**src/rtl/scd_host_pkg.sv**
```systemverilog
package scd_host_pkg;

	//////////////////////////////////////////
	// host download bus
	//////////////////////////////////////////
	localparam int HOST_ADDR_W = 25;
	localparam int HOST_DATA_W = 16;
	localparam int HOST_IDX_W  = 8;

	// only the low six index bits select the image type
	localparam int IDX_SEL_W = 6;

	localparam logic [IDX_SEL_W-1:0] IDX_CART_MAX = 6'h01;
	localparam logic [IDX_SEL_W-1:0] IDX_CDC_DAT  = 6'h02;
	localparam logic [IDX_SEL_W-1:0] IDX_CDC_SUB  = 6'h03;

	// region letter inside the cartridge header
	localparam logic [HOST_ADDR_W-1:0] HDR_ADDR  = 25'h00001F0;
	localparam logic [7:0]             CHR_JAPAN = "J";
	localparam logic [7:0]             CHR_USA   = "U";

	//////////////////////////////////////////
	// keyboard
	//////////////////////////////////////////
	localparam int KEY_CODE_W = 9;

	// enter and escape match on the low byte, extended prefix ignored
	localparam logic [7:0]            KEY_ENTER = 8'h5A;
	localparam logic [7:0]            KEY_ESC   = 8'h76;
	localparam logic [KEY_CODE_W-1:0] KEY_F1    = 9'h005;
	localparam logic [KEY_CODE_W-1:0] KEY_F2    = 9'h006;
	localparam logic [KEY_CODE_W-1:0] KEY_F3    = 9'h004;

	// console region codes
	localparam int REGION_W = 2;
	localparam logic [REGION_W-1:0] REGION_JP = 2'd0;
	localparam logic [REGION_W-1:0] REGION_US = 2'd1;
	localparam logic [REGION_W-1:0] REGION_EU = 2'd2;

	// drive link words
	localparam int CDD_WORD_W = 40;
	localparam int CD_LINK_W  = 49;
	localparam int CD_DM_BIT  = 40;
	localparam int CD_TGL_BIT = 48;

endpackage

```
**src/rtl/cdd_link.sv**
```systemverilog
`timescale 1ns/1ps

module cdd_link
	import scd_host_pkg::*;
#(
	parameter int REC_HOLD_CYCLES = 8
) (
	input  logic                  clk_sys,
	input  logic                  rst,
	input  logic [CD_LINK_W-1:0]  cd_out,
	input  logic                  cdd_send,
	input  logic [CDD_WORD_W-1:0] cdd_comm,
	output logic [CD_LINK_W-1:0]  cd_in,
	output logic [CDD_WORD_W-1:0] cdd_stat,
	output logic                  cdd_dm,
	output logic                  cdd_rec
);

	localparam int CNT_W = $clog2(REC_HOLD_CYCLES);

	logic             tgl_last;
	logic             tgl_chg;
	logic [CNT_W-1:0] cnt;
	logic             send_q;

	assign tgl_chg = cd_out[CD_TGL_BIT] != tgl_last;

	////////////////////////////////////////
	// drive to controller
	////////////////////////////////////////
	always_ff @(posedge clk_sys) begin
		if (rst) begin
			// drive side idles with its toggle at 1
			tgl_last <= 1'b1;
			cnt      <= '0;
			cdd_rec  <= 1'b0;
		end else if (tgl_chg) begin
			tgl_last <= cd_out[CD_TGL_BIT];
			cnt      <= CNT_W'(REC_HOLD_CYCLES - 1);
			cdd_rec  <= 1'b1;
		end else if (cnt != '0) begin
			cnt <= cnt - 1'b1;
		end else begin
			cdd_rec <= 1'b0;
		end
	end

	// status word and dm flag ride with the toggle
	always_ff @(posedge clk_sys) begin
		if (tgl_chg) begin
			cdd_stat <= cd_out[CDD_WORD_W-1:0];
			cdd_dm   <= cd_out[CD_DM_BIT];
		end
	end

	////////////////////////////////////////
	// controller to drive
	////////////////////////////////////////
	always_ff @(posedge clk_sys) begin
		if (rst) begin
			send_q <= 1'b0;
			cd_in  <= '0;
		end else begin
			send_q <= cdd_send;
			if (cdd_send && !send_q)
				cd_in <= {~cd_in[CD_TGL_BIT], 8'h00, cdd_comm};
		end
	end

endmodule

```
**config.mk**
```make
export PLATFORM = sky130hd
export DESIGN_NAME = cdd_link
export DESIGN_NICKNAME = d
export VERILOG_FILES = /design/src/rtl/scd_host_pkg.sv /design/src/rtl/cdd_link.sv
export SDC_FILE = /design/constraint.sdc
export NUM_CORES = 1
export LEC_CHECK = 0
export BUFFER_PORTS_ARGS = -buffer_cell sky130_fd_sc_hd__buf_4
export CORE_UTILIZATION = 42
export CTS_CLUSTER_DIAMETER = 80
export DETAILED_ROUTE_END_ITERATION = 7
export GPL_ROUTABILITY_DRIVEN = 0
export PLACE_DENSITY = 0.78
export RECOVER_POWER = 25
export SYNTH_ARGS = -nofsm -noshare
export SYNTH_HDL_FRONTEND = slang
export SYNTH_SLANG_ARGS = --single-unit
```
**constraint.sdc**
```tcl
create_clock -name clk_sys -period 2.15 [get_ports clk_sys]
set_input_delay 0.5375 -clock clk_sys [delete_from_list [all_inputs] [get_ports clk_sys]]
set_output_delay 0.5375 -clock clk_sys [all_outputs]
set_load 0.05 [all_outputs]
```
# Word-level counts from Yosys, hierarchy flattened
# Cells that the tools add are included.
totals:
  elab_cells: 19
  input_bits: 92
  out_inout_bits: 91
  ff_bits: 88
classes:
  n_reduce_logical: 4
  n_eq_ne: 2
  addsub: 1
  muxes: 4
  bitwise_logic: 1
ops:
  columns: ["op", "n"]
  rows:
  - ["3-bit 2-to-1 mux", 2]
  - ["3-bit nonzero test", 1]
  - ["3-bit by 1-bit subtractor with 3-bit output, second input constant", 1]
  - ["1-bit 2-to-1 mux", 2]
  - ["2-bit inequality test, second input constant", 1]
  - ["2-bit nonzero test", 1]
  - ["1-bit logical AND", 1]
  - ["1-bit logical NOT", 1]
  - ["1-bit inequality test", 1]
  - ["1-bit NOT", 1]

# Longest topological paths before layout
logic_depth:
  depth_word: 3
  depth_mapped: 5
  mapped_depth_nobuf: 5

# Worst setup path before layout
# OpenSTA, ideal clock, no wires.
synth_path:
  path_kind: "in2reg"
  start: "in cd_out[48]"
  end: "reg cdd_dm (enable)"
  slack_ns: 0.222
  cell_stages: 2
  n_path_buf: 0
  required_time_ns: 1.755
  setup_time_ns: 0.395
  arrival_time_ns: 1.532
  cell_sequence: "xnor2_1 inv_1"
synth_between:
  elab_chain_len: 1
synth_lines:
  columns: ["item", "line_no", "rtl"]
  rows:
  - ["start, declared", "cdd_link.sv:10", "input logic [CD_LINK_W-1:0] cd_out,"]
  - ["1-bit inequality test", "cdd_link.sv:26", "assign tgl_chg = cd_out[CD_TGL_BIT] != tgl_last;"]
  - ["named net tgl_chg", "cdd_link.sv:22", "logic tgl_chg;"]
  - ["end signal, assigned", "cdd_link.sv:52", "cdd_dm <= cd_out[CD_DM_BIT];"]
  - ["end, declared", "cdd_link.sv:15", "output logic cdd_dm,"]
# The timed path passes the listed nets, and every way through them passes these cells.
# A chain may end at the register's enable or synchronous reset.

# Final worst setup path
layout_path:
  start: "reg cdd_dm"
  end: "out cdd_dm"
# No word-level cell between the ends.

==> impl_metrics.toml <==
[floorplanning]
die_y_um = 86.7
std_cell_rows = 30
die_area_um2 = 7510
fp.coreArea_um2 = 6870
start_util_pct = 43.8
ios = 183
die_w_um = 86.7

[clock_tree]
clk-insertion-delay-late_ns = 0.34
cts_tree = "built"
clk_pin_slew_worst_paths_ns = 0.09
ctsHtreeMaxLevel = 3
post_cts_resized = 0
cts.sinks = 88
cts_max_path_buffers = 2
cts_made_buffers = 9
root_buffer = "clkbuf_8"
post-cts-setup-buffers = 0
holdBufCountCts = 0

[routing]
drtIter0Drc = 69
drc_errors = 0
ant_nets = 0
vias = 2367
wl_per_cell_um = 13.7
firstDrtPassIters = 4
viasPerCell = 4.53
routed_wl_um = 7170

[sta]
hold_violations = 0
finalSetupTns_ns = 0
max_slew.worst_pin.slew_ns = 0.987
max_freq_mhz = 669
period_needed_ns = 1.49
report.final.slew_viol_count = 0
final.setup.worst_slack_ns = 0.656
fin_crit_sh_pct = 69.5
finalSetupViolCount = 0
skew_ns = 0.00705
whs_ns = 0.384
rsz0062_at_grt = "false"
max_slew_margin_pct = 34.2

[placement]
dpl.cell_count = 507
dp_hpwl_um = 5250
pre_cts_ws_ns = 0.411
portBuffers = 167

[pwr]
p_per_area_nw_per_um2 = 879
leakage_nw = 1.97
ir_worst_vdd_v = 0.000555

[cells_and_area]
num-fill-cells = 563
area.growth.synth_to_final_pct = 48.5
regArea_um2 = 2170
layout_common_cells = "130 x buf_4, 81 x nand2_1, 47 x dfxtp_1"
multiInputGateArea_um2 = 682
final_layout_size_suffix_gt1_share_pct = 45.2
antenna_cells = 0
nets = 516
mostFrequentLayoutCell = "buf_4"
instances_no_fill = 523

[grt]
grt_max_degree = 48
grt_usage_pct = 18.8
overflow = 0
antenna_found_initial = 0
grt_first_pass_wirelength_um = 10700
grt_pass1_vias = 2247

[worst_setup_path]
required_ns = 1.61
crit_arrival_ns = 0.96
critPathKind = "register to primary output"
slowest_stage = "edfxtp_1"
worst-path-max-fanout = 1
slowest_delay_ns = 0.41
crit_family = "flip-flops"
cp_num_buf_inv = 1
worst_setup_path_start_kind = "register"
crit_chain = "buf_4"
worstSetupEndpointType = "primary output"

[min_path]
min_path_type = "primary input to register"

[outcome]
status = "finished, final reports clean"

[yosys]
yosysWarningCount = 0
synth_seq_area_share_pct = 72.1
yosys.cell_types.count = 21
synth_top_area_share_pct = 40.9
synth_area_leaders = "edfxtp_1 41%, dfxtp_1 31%, nand2_1 10%"
postSynthCellCount = 254
synth_seq_cells = 88
yosys.area.top_type = "edfxtp_1"
syn_area_um2 = 3010
synth_area_per_cell_um2 = 11.9

[run]
maxCapViolations = 0
[metal layers]
metal  vias to the layer above  wire [um]  part of all wire, %  global-route usage, %
met2                       127       3470                   48                   31.7
li1                       1157          -                    -                      -
met1                      1078       2870                   40                   21.7
met5                         -          0                    0                      0
met4                         0         40                 0.56                   5.45
met3                         5        792                   11                   8.19
[power breakdown]
group / internal, mW / total (mW) / switching [mW]
Clock: 0.543 / 1.12 / 0.574
Combinational: 0.287 / 0.882 / 0.595
Sequential: 1.89 / 1.93 / 0.0475
[worst paths after layout]
| kind | cells after the start | startpoint | to | slack [ns] |
|---|---|---|---|---|
| worst max-delay path | 1 | cdd_dm | cdd_dm | 0.66 |
| worst min register to register | 2 | cd_in[20] | cd_in[20] | 0.46 |
| worst max register to register | 3 | tgl_last | cdd_stat[30] | 0.76 |
| worst min-delay path | 1 | cd_out[9] | cdd_stat[9] | 0.38 |
[through the flow]
stage | util (%) | total power, mW | area [um2]
6_report | 65.1 | 3.93 | 4470
5_1_grt | 65.1 | 4.10 | 4470
4_1_cts | 65.2 | 3.98 | 4480
3_5_place_dp | 62.4 | 2.86 | 4280
3_3_place_gp | 62.4 | 2.84 | 4280
2_1_floorplan | - | 2.56 | 3040
[synth_stat cells]
cell type  instances
buf_1              1
buf_4              9
a21oi_1           42
nor3b_1            1
mux2_2             1
dfxtp_1           47
inv_1              4
nand2b_4           1
buf_2              5
nand2b_1           1
nor2b_1            2
nand2_1           81
clkbuf_1           3
a21oi_2            3
nor2_1             1
conb_1             1
or2_2              1
ha_1               2
xnor2_1            3
edfxtp_1          41
buf_8              4
[kinds of logic (layout without fill, tap and decap cells)]
logic type	after synthesis	after routing	synth area share, %
xor gates and xnor gates	3	3	0.873
DFF	88	88	72.1
and+or+nand+nor	88	88	11.8
other	1	8	0.125
muxes	1	1	0.374
buffers and inverters	26	192	6.07
adders and majority gates	2	2	0.831
AOI/OAI and AO/OA	45	45	7.85
[area by class of cell]
type | count | area share, %
Clock buffer | 10 | 2.85
Timing Repair Buffer | 172 | 28.8
Inverter | 4 | 0.336
Clock inverter | 6 | 1.51
Tap cell | 96 | 2.69
Sequential cell | 88 | 48.6
Multi-Input combinational cell | 147 | 15.2
[state kept, by name (all words and copies together), names as in the netlist]
signal    cells
send_q        1
cd_in        41
cdd_stat     40
cdd_dm        1
tgl_last      1
cdd_rec       1
cnt           3
(Power assumes the default switching activity.)
