## config.mk

```make
export PLATFORM = sky130hd
export DESIGN_NAME = region_config
export DESIGN_NICKNAME = d
export VERILOG_FILES = /design/src/rtl/scd_host_pkg.sv /design/src/rtl/region_config.sv
export SDC_FILE = /design/constraint.sdc
export NUM_CORES = 1
export LEC_CHECK = 0
export ABC_AREA = 1
export BUFFER_PORTS_ARGS = -buffer_cell sky130_fd_sc_hd__buf_4
export CORE_AREA = 2 2 39 41
export CTS_CLUSTER_DIAMETER = 30
export DETAILED_ROUTE_END_ITERATION = 8
export DIE_AREA = 0 0 41 43
export HOLD_SLACK_MARGIN = 0.03
export MAX_ROUTING_LAYER = met4
export PLACE_DENSITY = 0.38
export SYNTH_ARGS = -nofsm -noshare
export SYNTH_HDL_FRONTEND = slang
export SYNTH_SLANG_ARGS = --single-unit
```

## constraint.sdc

```tcl
create_clock -name clk_sys -period 0.9 [get_ports clk_sys]
set_input_delay 0.27 -clock clk_sys [delete_from_list [all_inputs] [get_ports clk_sys]]
set_output_delay 0.27 -clock clk_sys [all_outputs]
set_load 0.05 [all_outputs]
```

## src/rtl/scd_host_pkg.sv

```systemverilog
package scd_host_pkg;

	//////////////////////////////////////////
	// host download bus
	//////////////////////////////////////////
	localparam int HOST_ADDR_W = 25;
	localparam int HOST_DATA_W = 16;
	localparam int HOST_IDX_W  = 8;

	// only the low six index bits select the image type
	localparam int IDX_SEL_W = 6;

	localparam logic [IDX_SEL_W-1:0] IDX_CART_MAX = 6'h01;
	localparam logic [IDX_SEL_W-1:0] IDX_CDC_DAT  = 6'h02;
	localparam logic [IDX_SEL_W-1:0] IDX_CDC_SUB  = 6'h03;

	// region letter inside the cartridge header
	localparam logic [HOST_ADDR_W-1:0] HDR_ADDR  = 25'h00001F0;
	localparam logic [7:0]             CHR_JAPAN = "J";
	localparam logic [7:0]             CHR_USA   = "U";

	//////////////////////////////////////////
	// keyboard
	//////////////////////////////////////////
	localparam int KEY_CODE_W = 9;

	// enter and escape match on the low byte, extended prefix ignored
	localparam logic [7:0]            KEY_ENTER = 8'h5A;
	localparam logic [7:0]            KEY_ESC   = 8'h76;
	localparam logic [KEY_CODE_W-1:0] KEY_F1    = 9'h005;
	localparam logic [KEY_CODE_W-1:0] KEY_F2    = 9'h006;
	localparam logic [KEY_CODE_W-1:0] KEY_F3    = 9'h004;

	// console region codes
	localparam int REGION_W = 2;
	localparam logic [REGION_W-1:0] REGION_JP = 2'd0;
	localparam logic [REGION_W-1:0] REGION_US = 2'd1;
	localparam logic [REGION_W-1:0] REGION_EU = 2'd2;

	// drive link words
	localparam int CDD_WORD_W = 40;
	localparam int CD_LINK_W  = 49;
	localparam int CD_DM_BIT  = 40;
	localparam int CD_TGL_BIT = 48;

endpackage

```

## src/rtl/region_config.sv

```systemverilog
`timescale 1ns/1ps

module region_config
	import scd_host_pkg::*;
(
	input  logic                clk_sys,
	input  logic                rst,
	input  logic                hot_valid,
	input  logic [REGION_W-1:0] hot_region,
	input  logic                hot_pressed,
	input  logic                hdr_ready,
	input  logic                hdr_j,
	input  logic                hdr_u,
	output logic [REGION_W-1:0] region_req,
	output logic                region_set
);

	logic ready_q;
	logic ready_rise;
	logic ready_fall;

	assign ready_rise = ~ready_q & hdr_ready;
	assign ready_fall = ready_q & ~hdr_ready;

	always_ff @(posedge clk_sys) begin
		if (rst) begin
			ready_q    <= 1'b0;
			region_req <= REGION_JP;
			region_set <= 1'b0;
		end else begin
			ready_q <= hdr_ready;

			// hotkey, header below overrides in the same cycle
			if (hot_valid) begin
				region_req <= hot_region;
				region_set <= hot_pressed;
			end

			// header letter, US before JP, EU otherwise
			if (ready_rise) begin
				region_set <= 1'b1;
				if (hdr_u)
					region_req <= REGION_US;
				else if (hdr_j)
					region_req <= REGION_JP;
				else
					region_req <= REGION_EU;
			end

			if (ready_fall)
				region_set <= 1'b0;
		end
	end

endmodule

```

======== After elaboration in Yosys (flattened, before gate mapping) ========
Cells that the tools add are included.
operators by class
  multiplexer cells ....................... 6
  bitwise logic cells ..................... 4
  reductions and logical operators ........ 2
operators with widths
  operator            number
  2-to-1 mux 2 bit    4
  bitwise AND 1 bit   2
  2-to-1 mux 1 bit    2
  inverter 1 bit      2
  nonzero test 2 bit  1
  OR reduction 2 bit  1
storage, ports and cells
  logic and storage cells ................. 15
  output and inout bits ................... 3
  register bits after elaboration ......... 4
  input bits .............................. 9

======== Depth between registers and ports, before layout ========
Gate-level depths: netlist of run 1.
  word-level depth ........................ 3
  gate-level depth with buffers ........... 6
  depth with buffers taken out ............ 6

======== Worst setup path after synthesis of run 1 ========
OpenSTA, ideal clock, no wires.
  kind .................................... register -> register
  start point ............................. register, netlist name region_req[1]
  end point ............................... register region_req[1]
  path slack .............................. -0.045 ns
  data arrival time ....................... 0.890 ns
  stages on the path, launching flop included .. 5
  period minus slack after synthesis ...... 0.945 ns
  buffers on the path ..................... 0
  setup time .............................. 0.056 ns
  required time ........................... 0.844 ns
  cell sequence ........................... dfxtp_1 nand3_1 nand3_1 nand2_1 inv_1
RTL lines
  what                    RTL line             RTL
  end signal: assignment  region_config.sv:35  region_req <= hot_region;
  end: declaration        region_config.sv:14  output logic [REGION_W-1:0] region_req,

======== Worst setup path after layout of run 1 ========
  start point ............................. register region_set
  end point ............................... output port region_set
RTL lines
  what                      RTL line             RTL
  start: declaration        region_config.sv:15  output logic region_set
  start signal: assignment  region_config.sv:36  region_set <= hot_pressed;
No word-level cell between the ends.

==> results.ini, run 1 <==
[timing]
period_share_pct=109
layout_setup_ws_ns=-0.0818
grt_setup_unrepaired=yes
hold_viol=0
hold_ws_ns=0.221
period_minus_slack_ns=0.982
setup_tns_ns=-0.243
fmax_mhz=1020
final_max_slew_viol_count=0
worstMarginPinSlew_ns=0.132
maxSlewHeadroom_pct=91.2
skew_ns=0.00295
finalSetupViolations=3

[place]
place_congestion=0.714
dp.cells=60
place_hpwl_um=391
port_buffers=11

[worst_setup_path]
end_kind=output pin
critPathKind=reg2out
crit_chain=buf_6
worst_setup_path_start_kind=register
reg2reg_depth=6
reg2reg_slack_ns=0.12
r2r_start=ready_q
crit_buf_inv=1
required_ns=0.63
slowest_stage=dfxtp_2
crit_path_max_fanout=2
crit_path_max_incr_delay_ns=0.32
r2r_end=region_req[1]
path_delay_family=flip-flops
cp.arrival_ns=0.71

[layout]
syn_to_final_growth_pct=76.1
mostFrequentLayoutCell=nand2_1
drive_above_1_share_pct=39.6
fin_util_pct=25.3
seqCellArea_um2=83.8
final_cell_mix=nand2_1, buf_4, inv_1, nand3_1
num_antenna_cells=0
nFillCells=156
multi_input_area_um2=88.8
stdcell_count=64
nets=59

[global_routing]
grt_max_degree=6
grt_use_met2_pct=7.19
grt_pass1_vias=193
antenna_found_initial=0
grt_pass1_wl_um=765
grt_busiest_layer=met4
grt_use_met1_pct=8.97
overflow=0
use_met3_pct=3.14
grt_usage_pct=7.40

[drt]
wl_um=505
vias_per_cell=3.56
num_vias=228
dr.pass1.iters=4
post_drt_wl_per_cell_um=7.89
ant_nets=0
drc_errors=0
drtIter0Drc=3

[job]
maxCapViolCount=0

[synthesis]
synthCells=33
synthesis.nets=42
netlist_area_um2=199
avgSynthCellArea_um2=6.03
synth.distinct_cells=7
synth_seq_area_share_pct=40.3
ys_seq_elements=4
yosysWarnings=0

[power_and_ir_drop]
power_uw=558
leakagePower_uw=0.000204
power_density_mw_per_mm2=1590
peakVddDrop_mv=0.602

[hold_path]
hold-path-endpoint=region_req[0]
holdCritStartpoint=rst
hp-class=in2reg
hold_depth=2

[floorplan]
chipHeight_um=43
die_w_um=41
pin_count=12
start_util_pct=14.4
die-area_mm2=0.00176
rows=14
coreArea_mm2=0.00138

[clock_tree]
worstSkewPairLatency_ns=0.23
root_buffer=clkbuf_4
cts.sinks=4
ctsHoldBuffers=0
cts_buffers=3
clock_path_buffers=2
clk_pin_slew_ns=0.04
cts_tree=built
htree_levels=1

[outcome]
status=complete, but fails checks
violations=setup timing

## worst max path at each step
| stage | from | to | slack (ns) | depth (start not counted) |
|---|---|---|---|---|
| after CTS | region_set | region_set | -0.09 | 1 |
| after floorplan | region_req[1] | region_req[1] | 0.12 | 4 |
| after detailed placement | hdr_ready | region_req[1] | 0.04 | 7 |
| after global routing | region_set | region_set | -0.11 | 1 |
| after global placement | hdr_ready | region_req[1] | 0.04 | 7 |
| final | region_set | region_set | -0.08 | 1 |
## power breakdown
part / switching (uW) / total (uW) / internal [uW]
combinational: 73.8 / 136 / 62.4
clock: 71.2 / 220 / 149
sequential: 8.71 / 202 / 193
## stage by stage
stage / area (um^2) / setup WS, ns
6_report: 350 / -0.0818
5_1_grt: 350 / -0.106
4_1_cts: 350 / -0.0923
3_5_place_dp: 305 / 0.0351
3_3_place_gp: 305 / 0.0391
2_1_floorplan: 203 / 0.118
## sequential cells by signal, indices dropped and copies added, names as in the netlist
register / flops
region_req: 2
ready_q: 1
region_set: 1
## what timing repair did
action	4_1_cts	5_1_grt
resized for setup	4	0
setup endpoints to repair	3	3
gates cloned	0	0
buffers inserted	1	0
## cells by family (layout without fill, tap and decap cells)
logic type             after synthesis  in the layout  share of synthesized area [%]
AO/OA/AOI/OAI                        2              2                           5.03
buffers and inverters                8             23                           15.1
flip-flops                           4              4                           40.3
AND/OR/NAND/NOR                     19             19                           39.6
## routing by layer
metal / up-vias / wire length (um)
met5: - / 0
met4: 0 / 19
met2: 8 / 217
met3: 2 / 46
met1: 88 / 222
li1: 130 / -
## layout make-up
| type | count | share of cell area, % |
|---|---|---|
| repair buffers | 12 | 30.0 |
| well taps | 16 | 5.71 |
| inverters | 8 | 8.57 |
| multi-input cells | 21 | 25.4 |
| clock buffers | 3 | 6.43 |
| flip-flops and latches | 4 | 23.9 |
## Yosys cell counts
cell type  number  area share (%)
nand3_1         4              10
inv_1           8              15
a21oi_1         2             5.0
nor2_1          3             5.7
nand2_2         1             3.1
nand2_1        11              21
dfxtp_1         4              40
(Power assumes the default switching activity.)
==> run 2: changes to the inputs <==
PLACE_DENSITY = unset   (was 0.38)
==> results.ini, run 2 (same netlist as run 1, synthesis figures left out) <==
[floorplan]
die_w_um=41
rows=14
pin_count=12
chipHeight_um=43
coreArea_mm2=0.00138
start_util_pct=14.4
die-area_mm2=0.00176

[layout]
nFillCells=158
syn_to_final_growth_pct=81.8
mostFrequentLayoutCell=nand2_1
reg.largest.list=region_req x2, ready_q x1, region_set x1
final_area_um2=362
stdcell_count=65
largest_register=region_req
nets=60
drive_above_1_share_pct=40.8
largest_register_ffs=2
final_cell_mix=nand2_1, buf_4, inv_1, nand3_1
fin_util_pct=26.1
num_antenna_cells=0

[place]
port_buffers=11
place_congestion=0.778
place_area_um2=305
place_hpwl_um=387
preCtsSetupSlack_ns=0.0409
dp.cells=60

[power_and_ir_drop]
peakVddDrop_mv=0.529
leakagePower_uw=0.000211
power_density_mw_per_mm2=1570

[timing]
hold_viol=0
period_minus_slack_ns=0.982
skew_ns=0.00137
layout_setup_ws_ns=-0.0819
grt_setup_unrepaired=yes
maxSlewHeadroom_pct=90.7
period_share_pct=109
fmax_mhz=1020
worstMarginPinSlew_ns=0.139
final_max_slew_viol_count=0
setup_tns_ns=-0.238
finalSetupViolations=3

[drt]
drc_errors=0
ant_nets=0
dr.pass1.iters=4
wl_um=467
num_vias=239
drtIter0Drc=4
vias_per_cell=3.68
post_drt_wl_per_cell_um=7.18

[global_routing]
grt_pass1_wl_um=772
antenna_found_initial=0
grt_usage_pct=7.10
overflow=0
grt_max_degree=6
grt_pass1_vias=213

[clock_tree]
htree_levels=1
cts.sinks=4
worstSkewPairLatency_ns=0.23
cts_tree=built
root_buffer=clkbuf_4
clk_pin_slew_ns=0.04
ctsHoldBuffers=0
cts_buffers=3
clock_path_buffers=2

[worst_setup_path]
crit_buf_inv=1
r2r_end=region_req[1]
r2r_start=ready_q
end_kind=output pin
cp.arrival_ns=0.71
reg2reg_depth=6
critPathKind=reg2out
slowest_stage=dfxtp_2
required_ns=0.63
crit_path_max_fanout=2
crit_path_max_incr_delay_ns=0.33
path_delay_family=flip-flops
worst_setup_path_start_kind=register
reg2reg_slack_ns=0.12
crit_chain=buf_8

[job]
maxCapViolCount=0

[outcome]
status=complete, but fails checks
violations=setup timing

[hold_path]
hold-path-endpoint=region_req[0]
holdCritStartpoint=rst
hp-class=in2reg
hold_depth=2

## run 2: worst max-delay path by stage
stage               slack, ns            end  cells after the start           from
global route            -0.11  region_req[1]                      1  region_req[1]
finish                  -0.08  region_req[1]                      1  region_req[1]
CTS                     -0.09     region_set                      1     region_set
global placement         0.06  region_req[1]                      7      hdr_ready
detailed placement       0.04  region_req[1]                      7      hdr_ready
floorplan                0.12  region_req[1]                      4  region_req[1]
## run 2: power breakdown
group	total (uW)	switching, uW	internal (uW)	leakage, uW
clock	221	72.1	149	0.0000138
combinational	143	73.8	69.1	0.000163
sequential	202	9.23	193	0.0000341
## run 2: stage by stage
stage | hold slack (ns) | power [uW]
5_1_grt | 0.217 | 610
2_1_floorplan | 0.332 | 273
3_5_place_dp | 0.454 | 327
4_1_cts | 0.206 | 579
3_3_place_gp | 0.452 | 326
6_report | 0.212 | 566
## run 2: worst register-to-register path: stages, from the launching register on
cell     delay (ns)
dfxtp_1        0.31
inv_1          0.06
nand2_2        0.07
nand2_1        0.07
nand3_1        0.07
nand2_1        0.06
inv_1          0.03
## run 2: area by class of cell
cell class / instances / area (um^2) / share of cell area (%)
inverter: 8 / 30.0 / 8.30
multi-input combinational: 21 / 88.8 / 24.6
timing repair buffer: 13 / 116 / 32.2
tap: 16 / 20.0 / 5.54
clock buffer: 3 / 22.5 / 6.23
sequential: 4 / 83.8 / 23.2
## run 2: what timing repair did
item,4_1_cts,5_1_grt
resized for setup,5,0
buffers inserted,2,0
pin swaps,0,0
setup endpoints to repair,3,3
## run 2: routing by layer
metal	routed length (um)	global-route usage [%]
met5	0	-
met4	0	4.00
met3	58	6.28
met2	189	8.13
met1	219	8.04
==> run 3: changes to the inputs <==
ABC_AREA = unset   (was 1)
==> results.ini, run 3 <==
[drt]
drc_errors=0
post_drt_wl_per_cell_um=8.27
drtIter0Drc=0
wl_um=397
ant_nets=0
vias_per_cell=3.44
num_vias=165
dr.pass1.iters=1

[power_and_ir_drop]
power_frac_seq_pct=36.0
leakagePower_uw=0.000145
p_clk_share_pct=38.9
swShare_pct=26.7
power_uw=566
power_density_mw_per_mm2=1710
intPower_uw=415
combPwrFrac_pct=25.0
peakVddDrop_mv=0.784
switchingPower_uw=151

[place]
place_area_um2=282
place_congestion=0.588
port_buffers=11

[synthesis]
avgSynthCellArea_um2=9.73
synthTopCellsByArea=dfxtp_1, mux2_1, nor2_1, mux2i_1, a21oi_2
synthCells=18
ys_seq_elements=4
synthMostInstantiatedCell=dfxtp_1
ys.flop_type=dfxtp_1
synthesis.nets=27
async_flop_share_pct=0
synth-edff-count=0
synth.distinct_cells=13
synth_seq_area_share_pct=45.7
netlist_area_um2=175
synth_top_area_cell=dfxtp_1
synth.top_cell.area_share_pct=45.7
synth_common_cells=dfxtp_1, nor2_1
yosysWarnings=0

[clock_tree]
worstSkewPairLatency_ns=0.23
cts_tree=built
cts.sinks=4
cts_setup_buffers=0
htree_levels=1
cts_buffers=3
clock_path_buffers=2
root_buffer=clkbuf_4
clk_pin_slew_ns=0.04

[timing]
final_max_slew_viol_count=0
worstMarginPinSlew_ns=0.205
layout_setup_ws_ns=-0.0766
maxSlewHeadroom_pct=86.2
setup_tns_ns=-0.224
grt_setup_unrepaired=yes
fmax_mhz=1020
period_share_pct=109
period_minus_slack_ns=0.977
hold_viol=0
skew_ns=0.000431
finalSetupViolations=3

[worst_setup_path]
required_ns=0.63
path_delay_family=flip-flops
crit_path_max_incr_delay_ns=0.33
worst_setup_path_start_kind=register
slowest_stage=dfxtp_2
crit_path_max_fanout=2
critPathKind=reg2out
crit_chain=buf_8
end_kind=output pin
cp.arrival_ns=0.71
crit_buf_inv=1

[layout]
nFillCells=154
num_antenna_cells=0
syn_to_final_growth_pct=89.3
largest_register=region_req
final_area_um2=332
final_cell_mix=buf_4, nor2_1, clkbuf_4, buf_8, dfxtp_2
mostFrequentLayoutCell=buf_4
drive_above_1_share_pct=62.5
nets=43
largest_register_ffs=2
reg.largest.list=region_req x2, ready_q x1, region_set x1

[floorplan]
die-area_mm2=0.00176
coreArea_mm2=0.00138
die_w_um=41
chipHeight_um=43
start_util_pct=12.7
pin_count=12
rows=14

[global_routing]
grt_pass1_wl_um=627
grt_max_degree=6
grt_usage_pct=5.96
grt_pass1_vias=162
overflow=0
antenna_found_initial=0

[outcome]
status=complete, but fails checks
violations=setup timing

[job]
maxCapViolCount=0

[hold_path]
hp-class=in2reg

run 3: what timing repair did:
item | 4_1_cts | 5_1_grt
gates resized for setup | 4 | 3
setup endpoints to repair | 3 | 4
pin swaps | 0 | 1
hold buffers | 0 | 0
run 3: final cells by class:
type	instances	area, um^2	area share (%)
timing repair buffer	11	105	31.7
inverter	1	3.75	1.13
clock buffer	3	22.5	6.79
multi-input combinational	13	96.3	29.1
sequential	4	83.8	25.3
tap	16	20.0	6.04
run 3: cells by family (layout without fill, tap and decap cells):
kind of cell           after synthesis  in the layout  share of synthesized area (%)
DFF                                  4              4                           45.7
muxes                                2              2                           12.1
and+or+nand+nor                      7              7                           20.7
AOI/OAI and AO/OA                    4              4                           19.3
buffers and inverters                1             15                           2.14
run 3: routing by layer:
metal	global-route usage, %	vias up	part of all wire [%]
met1	7.05	68	41
met4	2.00	0	0
met5	-	-	0
li1	-	90	-
met2	6.56	7	46
met3	6.28	0	13
run 3: final timing paths:
check                   to  slack (ns)           from  depth (start not counted)
min reg2reg  region_req[1]        0.51  region_req[1]                          2
min             region_set        0.22            rst                          2
max reg2reg     region_set        0.05     region_set                          3
max          region_req[0]       -0.08  region_req[0]                          1
run 3: through the flow:
stage / cells / hold slack [ns] / setup slack [ns] / utilization (%)
final: 48 / 0.216 / -0.0766 / 24.0
after global routing: 48 / 0.216 / -0.116 / 24.0
after CTS: 48 / 0.205 / -0.0913 / 23.1
after detailed placement: 45 / 0.454 / -0.0693 / 20.3
after global placement: 45 / 0.454 / -0.0663 / 20.3
after floorplan: 18 / 0.325 / -0.0417 / -
run 3: power by group through the flow:
| stage | logic, uW | registers, uW | clock network, uW |
|---|---|---|---|
| after floorplan | 31.7 | 241 | 0 |
| after global placement | 124 | 202 | 0 |
| after detailed placement | 124 | 203 | 0 |
| after CTS | 134 | 203 | 235 |
| after global routing | 150 | 206 | 250 |
| final | 142 | 204 | 220 |
