File: src/rtl/scd_host_pkg.sv
package scd_host_pkg;

	//////////////////////////////////////////
	// host download bus
	//////////////////////////////////////////
	localparam int HOST_ADDR_W = 25;
	localparam int HOST_DATA_W = 16;
	localparam int HOST_IDX_W  = 8;

	// only the low six index bits select the image type
	localparam int IDX_SEL_W = 6;

	localparam logic [IDX_SEL_W-1:0] IDX_CART_MAX = 6'h01;
	localparam logic [IDX_SEL_W-1:0] IDX_CDC_DAT  = 6'h02;
	localparam logic [IDX_SEL_W-1:0] IDX_CDC_SUB  = 6'h03;

	// region letter inside the cartridge header
	localparam logic [HOST_ADDR_W-1:0] HDR_ADDR  = 25'h00001F0;
	localparam logic [7:0]             CHR_JAPAN = "J";
	localparam logic [7:0]             CHR_USA   = "U";

	//////////////////////////////////////////
	// keyboard
	//////////////////////////////////////////
	localparam int KEY_CODE_W = 9;

	// enter and escape match on the low byte, extended prefix ignored
	localparam logic [7:0]            KEY_ENTER = 8'h5A;
	localparam logic [7:0]            KEY_ESC   = 8'h76;
	localparam logic [KEY_CODE_W-1:0] KEY_F1    = 9'h005;
	localparam logic [KEY_CODE_W-1:0] KEY_F2    = 9'h006;
	localparam logic [KEY_CODE_W-1:0] KEY_F3    = 9'h004;

	// console region codes
	localparam int REGION_W = 2;
	localparam logic [REGION_W-1:0] REGION_JP = 2'd0;
	localparam logic [REGION_W-1:0] REGION_US = 2'd1;
	localparam logic [REGION_W-1:0] REGION_EU = 2'd2;

	// drive link words
	localparam int CDD_WORD_W = 40;
	localparam int CD_LINK_W  = 49;
	localparam int CD_DM_BIT  = 40;
	localparam int CD_TGL_BIT = 48;

endpackage

File: src/rtl/key_event_decoder.sv
`timescale 1ns/1ps

module key_event_decoder
	import scd_host_pkg::*;
(
	input  logic                  clk_sys,
	input  logic                  rst,
	input  logic                  ps2_strobe,
	input  logic                  ps2_pressed,
	input  logic [KEY_CODE_W-1:0] ps2_code,
	output logic                  dbg_menu,
	output logic                  hot_valid,
	output logic [REGION_W-1:0]   hot_region,
	output logic                  hot_pressed
);

	logic strobe_q;
	logic strobe_chg;
	logic enter_q;
	logic esc_q;
	logic hot_hit;

	// every new key event toggles the strobe
	assign strobe_chg = ps2_strobe ^ strobe_q;

	always_ff @(posedge clk_sys) begin
		if (rst) begin
			strobe_q <= 1'b0;
			enter_q  <= 1'b0;
			esc_q    <= 1'b0;
			dbg_menu <= 1'b0;
		end else begin
			strobe_q <= ps2_strobe;
			if (strobe_chg) begin
				if (ps2_code[7:0] == KEY_ENTER)
					enter_q <= ps2_pressed;
				if (ps2_code[7:0] == KEY_ESC)
					esc_q <= ps2_pressed;
			end
			// enter+esc held together, clear wins over a new event
			if (enter_q & esc_q) begin
				dbg_menu <= ~dbg_menu;
				enter_q  <= 1'b0;
				esc_q    <= 1'b0;
			end
		end
	end

	////////////////////////////////////////
	// region hotkeys
	////////////////////////////////////////
	always_comb begin
		hot_hit = 1'b1;
		case (ps2_code)
			KEY_F1: hot_region = REGION_JP;
			KEY_F2: hot_region = REGION_US;
			KEY_F3: hot_region = REGION_EU;
			default: begin
				hot_region = REGION_JP;
				hot_hit    = 1'b0;
			end
		endcase
	end

	assign hot_valid   = strobe_chg & hot_hit;
	assign hot_pressed = ps2_pressed;

endmodule

File: config.mk
export PLATFORM = sky130hd
export DESIGN_NAME = key_event_decoder
export DESIGN_NICKNAME = d
export VERILOG_FILES = /design/src/rtl/scd_host_pkg.sv /design/src/rtl/key_event_decoder.sv
export SDC_FILE = /design/constraint.sdc
export NUM_CORES = 1
export LEC_CHECK = 0
export ABC_AREA = 0
export BUFFER_PORTS_ARGS = -buffer_cell sky130_fd_sc_hd__clkbuf_2
export CAP_MARGIN = 20
export CORE_AREA = 4 4 41 43
export CTS_CLUSTER_SIZE = 25
export DETAILED_ROUTE_END_ITERATION = 16
export DIE_AREA = 0 0 45 47
export REMOVE_ABC_BUFFERS = 1
export SKIP_CTS_REPAIR_TIMING = 1
export SYNTH_ARGS = -nofsm -noshare
export SYNTH_HDL_FRONTEND = slang
export SYNTH_SLANG_ARGS = --single-unit
File: constraint.sdc
create_clock -name clk_sys -period 2.46 [get_ports clk_sys]
set_clock_uncertainty 0.1 [all_clocks]
set_input_delay 0 -clock clk_sys [delete_from_list [all_inputs] [get_ports clk_sys]]
set_output_delay 0 -clock clk_sys [all_outputs]
set_load 0.01 [all_outputs]
* Word level (Yosys, flattened, before mapping) *
Cells that the tools add are included.

operators by class
  reduce and logical (&&, ||, !) cells = 4
  multiplexer cells = 2
  bitwise gates (word level) = 4
  eq/ne operators = 5

operators with widths
  operator                                        count
  == test 9 x 3 -> 1 bit (second input constant)  3
  == test 8 x 7 -> 1 bit (second input constant)  2
  case mux 2 bit (2 select lines)                 1
  AND reduction 2 bit                             2
  OR reduction 3 bit                              1
  AND 1 bit                                       2
  OR reduction 2 bit                              1
  two-way mux 1 bit                               1
  inverter 1 bit                                  1
  XOR 1 bit                                       1

word-level totals
  flip-flop bits (word level) = 4
  output and inout port bits = 5
  word-level logic and storage cells = 19

* Depth between registers and ports, before layout *
Gate-level depths: netlist (run 1).

  word-level depth = 4
  mapped depth = 3
  mapped depth without buffers = 3

* Worst setup path after synthesis (run 1) *
No wires, ideal clock.

  kind = register -> register
  start = register strobe_q
  end = register esc_q
  cell stages (with the launch flop) = 4
  data arrival time = 0.947 ns
  path slack = 1.341 ns
  setup time = 0.072 ns
  path through = dfxtp_1 > xnor2_1 > nor4_1 > mux2i_1

on the way
  cells in the longest elaborated chain, start to end = 2

RTL lines
  element                               RTL line                 RTL
  from (decl)                           key_event_decoder.sv:17  logic strobe_q;
  from (signal assigned)                key_event_decoder.sv:33  strobe_q <= ps2_strobe;
  XOR 1 bit                             key_event_decoder.sv:24  assign strobe_chg = ps2_strobe ^ strobe_q;
  AND reduction 2 bit (no source line)  n/a
  to (signal assigned)                  key_event_decoder.sv:38  esc_q <= ps2_pressed;
  to (decl)                             key_event_decoder.sv:20  logic esc_q;

No other way between the ends.
A chain may end at the register's enable or synchronous reset.

* Final worst setup path (run 1) *
  start = input ps2_strobe
  end = register esc_q

on the way
  cells in the longest elaborated chain, start to end = 2

RTL lines
  element                               RTL line                 RTL
  from (decl)                           key_event_decoder.sv:8   input logic ps2_strobe,
  XOR 1 bit                             key_event_decoder.sv:24
  AND reduction 2 bit (no source line)  n/a

No other way between the ends.

==> out/metrics.cfg, run 1 <==
[synth]
synth_async_sr_flop_share_pct=0
netlist_top_cells_count=nand2_1, dfxtp_1, mux2i_1, nor3_1
dominant_combinational_cell_family_by_area_after_synthesis=simple AND/OR/NAND/NOR gates
synthDominantCellAreaShare_pct=33.9
synth.area.mux_share_pct=8.47
postSynthAreaPerCell_um2=8.76
synthDistinctLibCells=18
number_of_synthesized_flops_with_an_enable_pin=0
synth.top_cells.by_area=dfxtp_1, mux2i_1, nand2_1, nor4_2, nor3_1
synth_most_common_cell=nand2_1
ys_ff_latch=4
top_reg_cell_synth=dfxtp_1
cell_count_after_synthesis=27
post_synthesis_compound_gate_area_fraction_pct=5.29
synthDominantAreaCellType=dfxtp_1
synth_warnings=0
synth_adder_area_share_pct=0
synth_simple_gate_area_share_pct=41.8
synth_seq_area_share_pct=33.9
yosys.area_share.xor_xnor_pct=7.41
mappedNetlistArea_um2=236

[floorplanning]
initial_standard_cell_utilization_of_the_core_pct=18.2
design.die.area_mm2=0.00212
io_pins=18
die_w_um=45
design.core.area_mm2=0.00130
core.rowCount=13
chipHeight_um=47

[power]
swShare_pct=22.8
peakVddDrop_v=0.000179
share_clk_of_total_power_pct=47.0
p_leak_nw=0.160
p_seq_share_pct=37.9
cell_internal_pwr_uw=136
power_per_cell_area_mw_per_mm2=456
power_switching_uw=40.2
finalPower_uw=176
power_share_of_the_combinational_group_pct=15.2

[worst_setup_path]
required_ps=2520
crit_type=in2reg
top_delay_family_on_crit_path=buffers and inverters
critical_path.cell_chain=dlygate4sd3_1, clkbuf_2, xnor2_1, nor4_1, mux2i_1
longest_individual_stage_delay_on_the_worst_path_ps=530
timing.critical_path.to_type=flip-flop
worst_setup_path_start_kind=primary input
path_buf_inv=2
worst_ep_arrival_time_ps=1360
crit_path_top_delay_cell=dlygate4sd3_1
critical_path.max_fanout=3

[clocking]
cts_sinks=4
cts_root_buf=clkbuf_4
tritoncts.num_buffers=3
tritoncts=done
cts-root-to-sink-buffers=2
worst_skew_pair.late_latency_ps=230
htree_levels=1
cts.reportedPaths.clkPinSlew_ps=40

[timing]
timing.max_slew.rel_slack_pct=78.5
whs_ps=-13.8
grt_setup_unrepaired=no
hold_violations=2
worstMarginPinSlew_ps=317
setup-tns-final_ps=0
achievable-frequency_mhz=774
final_period_minus_worst_setup_slack_ps=1290
finalCritPeriodShare_pct=52.5
setup_viol_count_final=0
drv_slew=0

[finish]
antennaDiodeCount=0
layout-drive-gt1-share_pct=42.9
area_of_combinational_cells_with_multiple_inputs_um2=149
area_delta_synth_final_pct=63.0
fillers=155
layout.nets=64
seq_area_um2=80.1

[global_route]
grt_pass1_vias=267
grt_antenna_before_repair=0
grt_first_pass_wirelength_um=1010
track_usage_pct=7.11
globalRouteOverflowTotal=0
grt_max_degree=5

[detailed_routing]
viasPerCell=4.14
detail_route.iter0.violations=0
first_pass_iters=1
route.final.wire_length_um=596
detail-route-antenna-nets=0
route.detailed.wl_per_inst_um=9.31
vias=265
drc_violations_left=0

[run_status]
failing_checks=negative hold slack
status=finished, violations left

[job]
max_cap_violations=0

[place]
gpl.final_weighted_congestion=0.602
port_buffers=17
detailedPlacementHpwl_um=516

[hold_path]
hold_path.class=in2reg

## cells by family (layout without fill, tap and decap cells)
logic type	after synthesis	after routing
buffers and inverters	1	23
and+or+nand+nor	16	16
muxes	2	2
xor gates and xnor gates	2	2
AOI/OAI and AO/OA	2	2
DFF	4	4
## cell usage in the layout (no fill, tap or decap)
| master | count |
|---|---|
| xor2_1 | 1 |
| nand3b_1 | 1 |
| clkbuf_4 | 3 |
| a211oi_1 | 1 |
| nor2b_1 | 1 |
| nor3b_1 | 1 |
| or3b_1 | 1 |
| dlygate4sd3_1 | 3 |
| nor4b_1 | 1 |
| nor4_2 | 1 |
| clkbuf_2 | 17 |
| nand4b_1 | 1 |
| nand2_1 | 5 |
| xnor2_1 | 1 |
| nor3_1 | 2 |
| dfxtp_1 | 4 |
| nor4_1 | 1 |
| mux2i_1 | 2 |
| a21oi_1 | 1 |
| nor2_1 | 1 |
## area by class of cell
| cell class | count | area share [%] |
|---|---|---|
| multi-input combinational | 22 | 38.6 |
| timing repair buffer | 20 | 29.9 |
| sequential | 4 | 20.8 |
| clock buffer | 3 | 5.84 |
| tap | 15 | 4.87 |
## power by group through the flow
stage          registers, mW  logic (mW)  clock network [mW]
2_1_floorplan         0.0675     0.00776                   0
3_3_place_gp          0.0675      0.0230                   0
3_5_place_dp          0.0677      0.0234                   0
4_1_cts               0.0666      0.0235              0.0867
5_1_grt               0.0665      0.0301              0.0912
6_report              0.0666      0.0267              0.0825
## final timing paths
| check | start | end | slack [ps] | depth (start not counted) |
|---|---|---|---|---|
| worst min-delay path | ps2_code[7] | enter_q$_SDFFE_PP0P_ | -10 | 3 |
| worst min register to register | enter_q$_SDFFE_PP0P_ | enter_q$_SDFFE_PP0P_ | 370 | 2 |
| worst max-delay path | ps2_strobe | esc_q$_SDFFE_PP0P_ | 1170 | 5 |
| worst max register to register | strobe_q$_SDFF_PP0_ | esc_q$_SDFFE_PP0P_ | 1280 | 3 |
## per-stage QoR
step           util (%)  std cells  worst slack (ps)  hold WS (ps)  area [µm²]
6_report           29.6         64              1170         -13.8         385
2_1_floorplan         -         26              1340          -100         229
4_1_cts            27.3         61              1270          -151         355
3_5_place_dp       25.6         58              1270          99.7         333
5_1_grt            29.6         64              1060         0.257         385
3_3_place_gp       25.6         58              1320          97.3         333
## flip-flops by register name, indices dropped and copies added (netlist names)
register	flops
dbg_menu	1
enter_q	1
esc_q	1
strobe_q	1
## worst reg2reg max path, cell delays in order, from the launching register on
cell	delay, ps
dfxtp_1	300
xnor2_1	160
nor4_1	330
mux2i_1	220
## routing by layer
metal | wire (µm) | global-route usage, % | up-vias
li1 | - | - | 144
met3 | 40 | 2.30 | 2
met1 | 190 | 6.15 | 111
met2 | 356 | 12.7 | 8
met4 | 8 | 7.02 | 0
met5 | 0 | 0 | -
(Power assumes the default switching activity.)
==> run 2, diff against run 1 <==
clock period = 1.1 ns   (was 2.46 ns; I/O delays follow)
==> run 2 against run 1 <==
- the run ends with negative hold slack, negative setup slack left
- critical endpoint is now hot_valid
- combinational power rose to 3.0 times the previous value
- wire length down 1.2%
- first-iteration DRC count unchanged
- clock power up 120%
- worst setup slack worse by 1300 ps
- power up 130%
- non-clock buffer count up 2
- sequential share of layout area down 1.8 points
- final area up 11%
==> out/metrics.cfg, run 2 (synthesized netlist as in run 1, its figures left out) <==
[run_status]
status=finished, violations left
failing_checks=negative hold slack, negative setup slack

[hold_path]
hold_path.class=in2reg
hold_path_depth=2  ; -1

[power]
p_seq_share_pct=37.0  ; -0.9 points
cell_internal_pwr_uw=317  ; +130%
peakVddDrop_v=0.000576  ; +220%
power_switching_uw=90.9  ; +130%
p_leak_nw=0.180  ; +12%
power_per_cell_area_mw_per_mm2=950  ; +110%
power_share_of_the_combinational_group_pct=19.5  ; +4.3 points
swShare_pct=22.3  ; -0.56 points
share_clk_of_total_power_pct=43.6  ; -3.4 points
finalPower_uw=408  ; +130%

[timing]
timing.max_slew.rel_slack_pct=80.3  ; +1.8 points
drv_slew=0  ; unchanged
setup-tns-final_ps=-229  ; -229 ps
whs_ps=-18.9  ; -5.09 ps
achievable-frequency_mhz=829
worstMarginPinSlew_ps=293  ; -24.5 ps
hold_violations=3  ; +1
grt_setup_unrepaired=yes
finalCritPeriodShare_pct=110
setup_viol_count_final=3  ; +3
timing.final.ws_setup_ps=-106  ; -1270 ps
final_period_minus_worst_setup_slack_ps=1210

[finish]
fillers=145  ; -6.5%
layout_common_cells=clkbuf_2, nand2_1, clkbuf_4, dfxtp_1, buf_4
area_delta_synth_final_pct=81.5
fin_util_pct=33.0  ; +3.4 points
mostFrequentLayoutCell=clkbuf_2
antennaDiodeCount=0  ; unchanged
layout-drive-gt1-share_pct=54.9  ; +12 points
seq_area_um2=81.3  ; +1.6%
area_of_combinational_cells_with_multiple_inputs_um2=179  ; +20%
layout.nets=66  ; +3.1%

[floorplanning]
chipHeight_um=47  ; unchanged
io_pins=18  ; unchanged
die_w_um=45  ; unchanged
initial_standard_cell_utilization_of_the_core_pct=18.2  ; unchanged
core.rowCount=13  ; unchanged
design.die.area_mm2=0.00212  ; unchanged
design.core.area_mm2=0.00130  ; unchanged

[detailed_routing]
detail_route.iter0.violations=0  ; unchanged
detail-route-antenna-nets=0  ; unchanged
route.final.wire_length_um=589  ; -1.2%
first_pass_iters=1  ; unchanged
drc_violations_left=0  ; unchanged
route.detailed.wl_per_inst_um=8.92  ; -4.2%
vias=277  ; +4.5%
viasPerCell=4.20  ; +1.4%

[worst_setup_path]
longest_individual_stage_delay_on_the_worst_path_ps=330  ; -200 ps
critical_path.cell_chain=xnor2_4, buf_4, a211oi_2, buf_2
required_ps=1000  ; -1520 ps
critical_path.max_fanout=3  ; unchanged
timing.critical_path.to_type=primary output
worst_ep_arrival_time_ps=1110  ; -250 ps
worst_setup_path_start_kind=flip-flop
crit_type=reg2out
r2r.worst_path.cells=3  ; unchanged
crit_path_top_delay_cell=dfxtp_2

[clocking]
cts-root-to-sink-buffers=2  ; unchanged
worst_skew_pair.late_latency_ps=230  ; about the same
tritoncts.num_buffers=3  ; unchanged
cts_sinks=4  ; unchanged
cts_root_buf=clkbuf_4
tritoncts=done
htree_levels=1  ; unchanged
cts.reportedPaths.clkPinSlew_ps=40  ; about the same

[place]
port_buffers=17  ; unchanged
gpl.final_weighted_congestion=0.604  ; +0.47%
detailedPlacementHpwl_um=504  ; -2.3%

[global_route]
grt_pass1_vias=245  ; -8.2%
track_usage_pct=6.01  ; -1.1 points
grt_max_degree=5  ; unchanged
grt_first_pass_wirelength_um=897  ; -12%
grt_antenna_before_repair=0  ; unchanged
globalRouteOverflowTotal=0  ; unchanged

[job]
max_cap_violations=0  ; unchanged

==> run 2: layout make-up <==
cell class	count	area share [%]
Sequential cell	4	19.0
Tap cell	15	4.37
Clock buffer	3	5.25
Timing Repair Buffer	22	29.7
Multi-Input combinational cell	22	41.7
==> run 2: path summary, 6_finish.rpt <==
path	start	end	slack, ps
max	strobe_q$_SDFF_PP0_	hot_valid	-110
min	ps2_strobe	strobe_q$_SDFF_PP0_	-20
max reg2reg	strobe_q$_SDFF_PP0_	esc_q$_SDFFE_PP0P_	-70
min reg2reg	enter_q$_SDFFE_PP0P_	enter_q$_SDFFE_PP0P_	370
==> run 2: metrics by stage <==
stage                     setup WS, ps  instance area, µm²  std cells
final                             -106                 429         66
after detailed placement         -88.9                 355         61
after CTS                         -190                 378         64
after floorplan                  -18.7                 229         26
after global routing              -186                 429         66
after global placement           -51.9                 355         61
==> run 2: metal layers <==
metal	wire length, µm	GRT usage (%)	share of wire [%]	vias to the layer above
li1	-	-	-	147
met1	205	6.38	35	124
met2	357	10.2	61	6
met3	27	1.15	4.6	0
met4	0	5.26	0	0
met5	0	0	0	-
==> run 2: power groups by stage <==
stage	Sequential, mW	Combinational (mW)	Clock [mW]
after floorplan	0.151	0.0173	0
after global placement	0.151	0.0621	0
after detailed placement	0.151	0.0626	0
after CTS	0.149	0.0627	0.189
after global routing	0.151	0.0885	0.197
final	0.151	0.0793	0.178
==> run 2: critical path: cells and delay by family (launching register included) <==
family	cells	cell delay, ps
DFF	1	330
xor gates and xnor gates	1	130
AOI/OAI and AO/OA	1	120
buffers and inverters	2	290
==> run 3, diff against run 2 <==
CELL_PAD_IN_SITES_DETAIL_PLACEMENT = 1   (was unset)
CELL_PAD_IN_SITES_GLOBAL_PLACEMENT = 2   (was unset)
CORE_AREA = unset   (was 4 4 41 43)
CORE_MARGIN = 4   (was unset)
CORE_UTILIZATION = 15   (was unset)
DIE_AREA = unset   (was 0 0 45 47)
PLACE_DENSITY_LB_ADDON = 0.1   (was unset)
==> run 3 against run 2 <==
- the flow still finishes with violations (negative hold slack, negative setup slack)
- wire length up 33%
- combinational power increased by 10%
- critical path type unchanged
- largest power group unchanged
- final area rose by 5.0%
- sequential power hardly changed
- sequential share of layout area shrank 0.89 points
- die area increased by 7.6%
- worst setup slack lost 4.3 ps
- first-iteration DRC count unchanged
- flip-flop and latch count is the same
- global-route usage up 1.6 points
- register-to-register slack barely moved
==> out/metrics.cfg, run 3 (synthesized netlist as in run 1, its figures left out) <==
[clocking]
tritoncts=done
htree_levels=1  ; unchanged
worst_skew_pair.late_latency_ps=240  ; about the same
cts.reportedPaths.clkPinSlew_ps=40  ; about the same
cts-root-to-sink-buffers=2  ; unchanged
cts_sinks=4  ; unchanged
cts_root_buf=clkbuf_4
tritoncts.num_buffers=3  ; unchanged

[power]
power_per_cell_area_mw_per_mm2=939  ; -1.2%
power_switching_uw=101  ; +11%
power_share_of_the_combinational_group_pct=20.7  ; +1.2 points
peakVddDrop_v=0.000380  ; -34%
p_seq_share_pct=35.7  ; -1.3 points
cell_internal_pwr_uw=322  ; +1.6%
swShare_pct=23.9  ; +1.6 points
p_leak_nw=0.185  ; +3.1%
share_clk_of_total_power_pct=43.7  ; about the same

[detailed_routing]
route.final.wire_length_um=785  ; +33%
detail-route-antenna-nets=0  ; unchanged
vias=309  ; +12%
detail_route.iter0.violations=0  ; unchanged
first_pass_iters=1  ; unchanged
drc_violations_left=0  ; unchanged
route.detailed.wl_per_inst_um=11.5  ; +29%
viasPerCell=4.54  ; +8.3%

[finish]
layout-drive-gt1-share_pct=55.8  ; +0.87 points
layout_common_cells=clkbuf_2, nand2_1, clkbuf_4, dfxtp_1, dlygate4sd3_1
layout.cell_area.non_filler_um2=450  ; +5.0%
area_delta_synth_final_pct=90.5
finalNonFillerCells=68  ; +3.0%
area_of_combinational_cells_with_multiple_inputs_um2=185  ; +3.5%
antennaDiodeCount=0  ; unchanged
mostFrequentLayoutCell=clkbuf_2
fillers=191  ; +32%
layout.nets=67  ; +1.5%
seq_area_um2=81.3  ; unchanged

[timing]
setup-tns-final_ps=-209  ; +19.6 ps
setup_viol_count_final=3  ; unchanged
timing.final.ws_setup_ps=-110  ; -4.29 ps
hold_violations=2  ; -1
finalCritPeriodShare_pct=110  ; +0.39 points
grt_setup_unrepaired=yes
worstMarginPinSlew_ps=259  ; -34.2 ps
achievable-frequency_mhz=826  ; -0.35%
whs_ps=-18.7  ; +0.175 ps
drv_slew=0  ; unchanged
final_period_minus_worst_setup_slack_ps=1210  ; +4.29 ps
timing.max_slew.rel_slack_pct=82.6  ; +2.3 points

[global_route]
globalRouteOverflowTotal=0  ; unchanged
grt_max_degree=5  ; unchanged
grt_first_pass_wirelength_um=1090  ; +22%
track_usage_pct=7.58  ; +1.6 points
grt_pass1_vias=286  ; +17%
grt_antenna_before_repair=0  ; unchanged

[worst_setup_path]
required_ps=1000  ; about the same
crit_type=reg2out
worst_ep_arrival_time_ps=1110  ; about the same
timing.critical_path.to_type=primary output
worst_setup_path_start_kind=flip-flop
critical_path.max_fanout=3  ; unchanged

[floorplanning]
die_w_um=47.7  ; +6.0%
chipHeight_um=47.7  ; +1.5%
io_pins=18  ; unchanged
design.core.area_mm2=0.00151  ; +16%
core.rowCount=14  ; +1
initial_standard_cell_utilization_of_the_core_pct=15.7  ; -2.5 points
design.die.area_mm2=0.00228  ; +7.6%

[job]
max_cap_violations=0  ; unchanged

[place]
gpl.final_weighted_congestion=0.660  ; +9.2%
detailedPlacementHpwl_um=595  ; +18%
port_buffers=17  ; unchanged
placed_cells_incl_taps=62  ; +1.6%
placedInstanceArea_um2=357  ; +0.35%
post-place-ws_ps=-100  ; -11.1 ps

[run_status]
status=finished, violations left
failing_checks=negative hold slack, negative setup slack

[hold_path]
hold_path.class=in2reg

[run 3: cell count changes in the layout (fill, tap and decap cells not counted)]
cell,delta
nor4_2,+1
dlygate4sd3_1,+1
buf_6,+1
buf_4,-1
nor4_1,-1
[run 3: final timing paths]
path	endpoint	cells after the start	slack [ps]	start
max	hot_valid	4	-110	strobe_q$_SDFF_PP0_
min	esc_q$_SDFFE_PP0P_	4	-20	rst
max reg2reg	enter_q$_SDFFE_PP0P_	3	-60	strobe_q$_SDFF_PP0_
min reg2reg	esc_q$_SDFFE_PP0P_	2	390	esc_q$_SDFFE_PP0P_
[run 3: final cells by class]
class / instances / area share (%)
Multi-Input combinational cell: 22 / 41.1
Timing Repair Buffer: 23 / 31.4
Sequential cell: 4 / 18.1
Clock buffer: 3 / 5.00
Tap cell: 16 / 4.44
[run 3: metal layers]
layer | share of wire (%) | wire (µm) | track usage (%)
met5 | 0 | 0 | 0
met4 | 0.76 | 6 | 8.06
met3 | 14 | 113 | 3.38
met2 | 48 | 375 | 10.6
met1 | 37 | 290 | 8.02
[run 3: through the flow]
stage / utilization, % / power, mW
finish: 29.9 / 0.423
detailed placement: 23.7 / 0.214
CTS: 25.2 / 0.412
global placement: 23.7 / 0.214
floorplan: - / 0.168
global route: 29.9 / 0.448
[run 3: critical path, cell delays in order (launching register included)]
cell and delay [ps]:
dfxtp_2 330, xnor2_4 140, buf_6 120, a211oi_2 130, buf_2 160
[run 3: power groups by stage]
stage / Clock (mW) / Sequential [mW] / Combinational, mW
2_1_floorplan: 0 / 0.151 / 0.0173
3_3_place_gp: 0 / 0.151 / 0.0627
3_5_place_dp: 0 / 0.151 / 0.0633
4_1_cts: 0.199 / 0.149 / 0.0639
5_1_grt: 0.202 / 0.151 / 0.0957
6_report: 0.185 / 0.151 / 0.0874
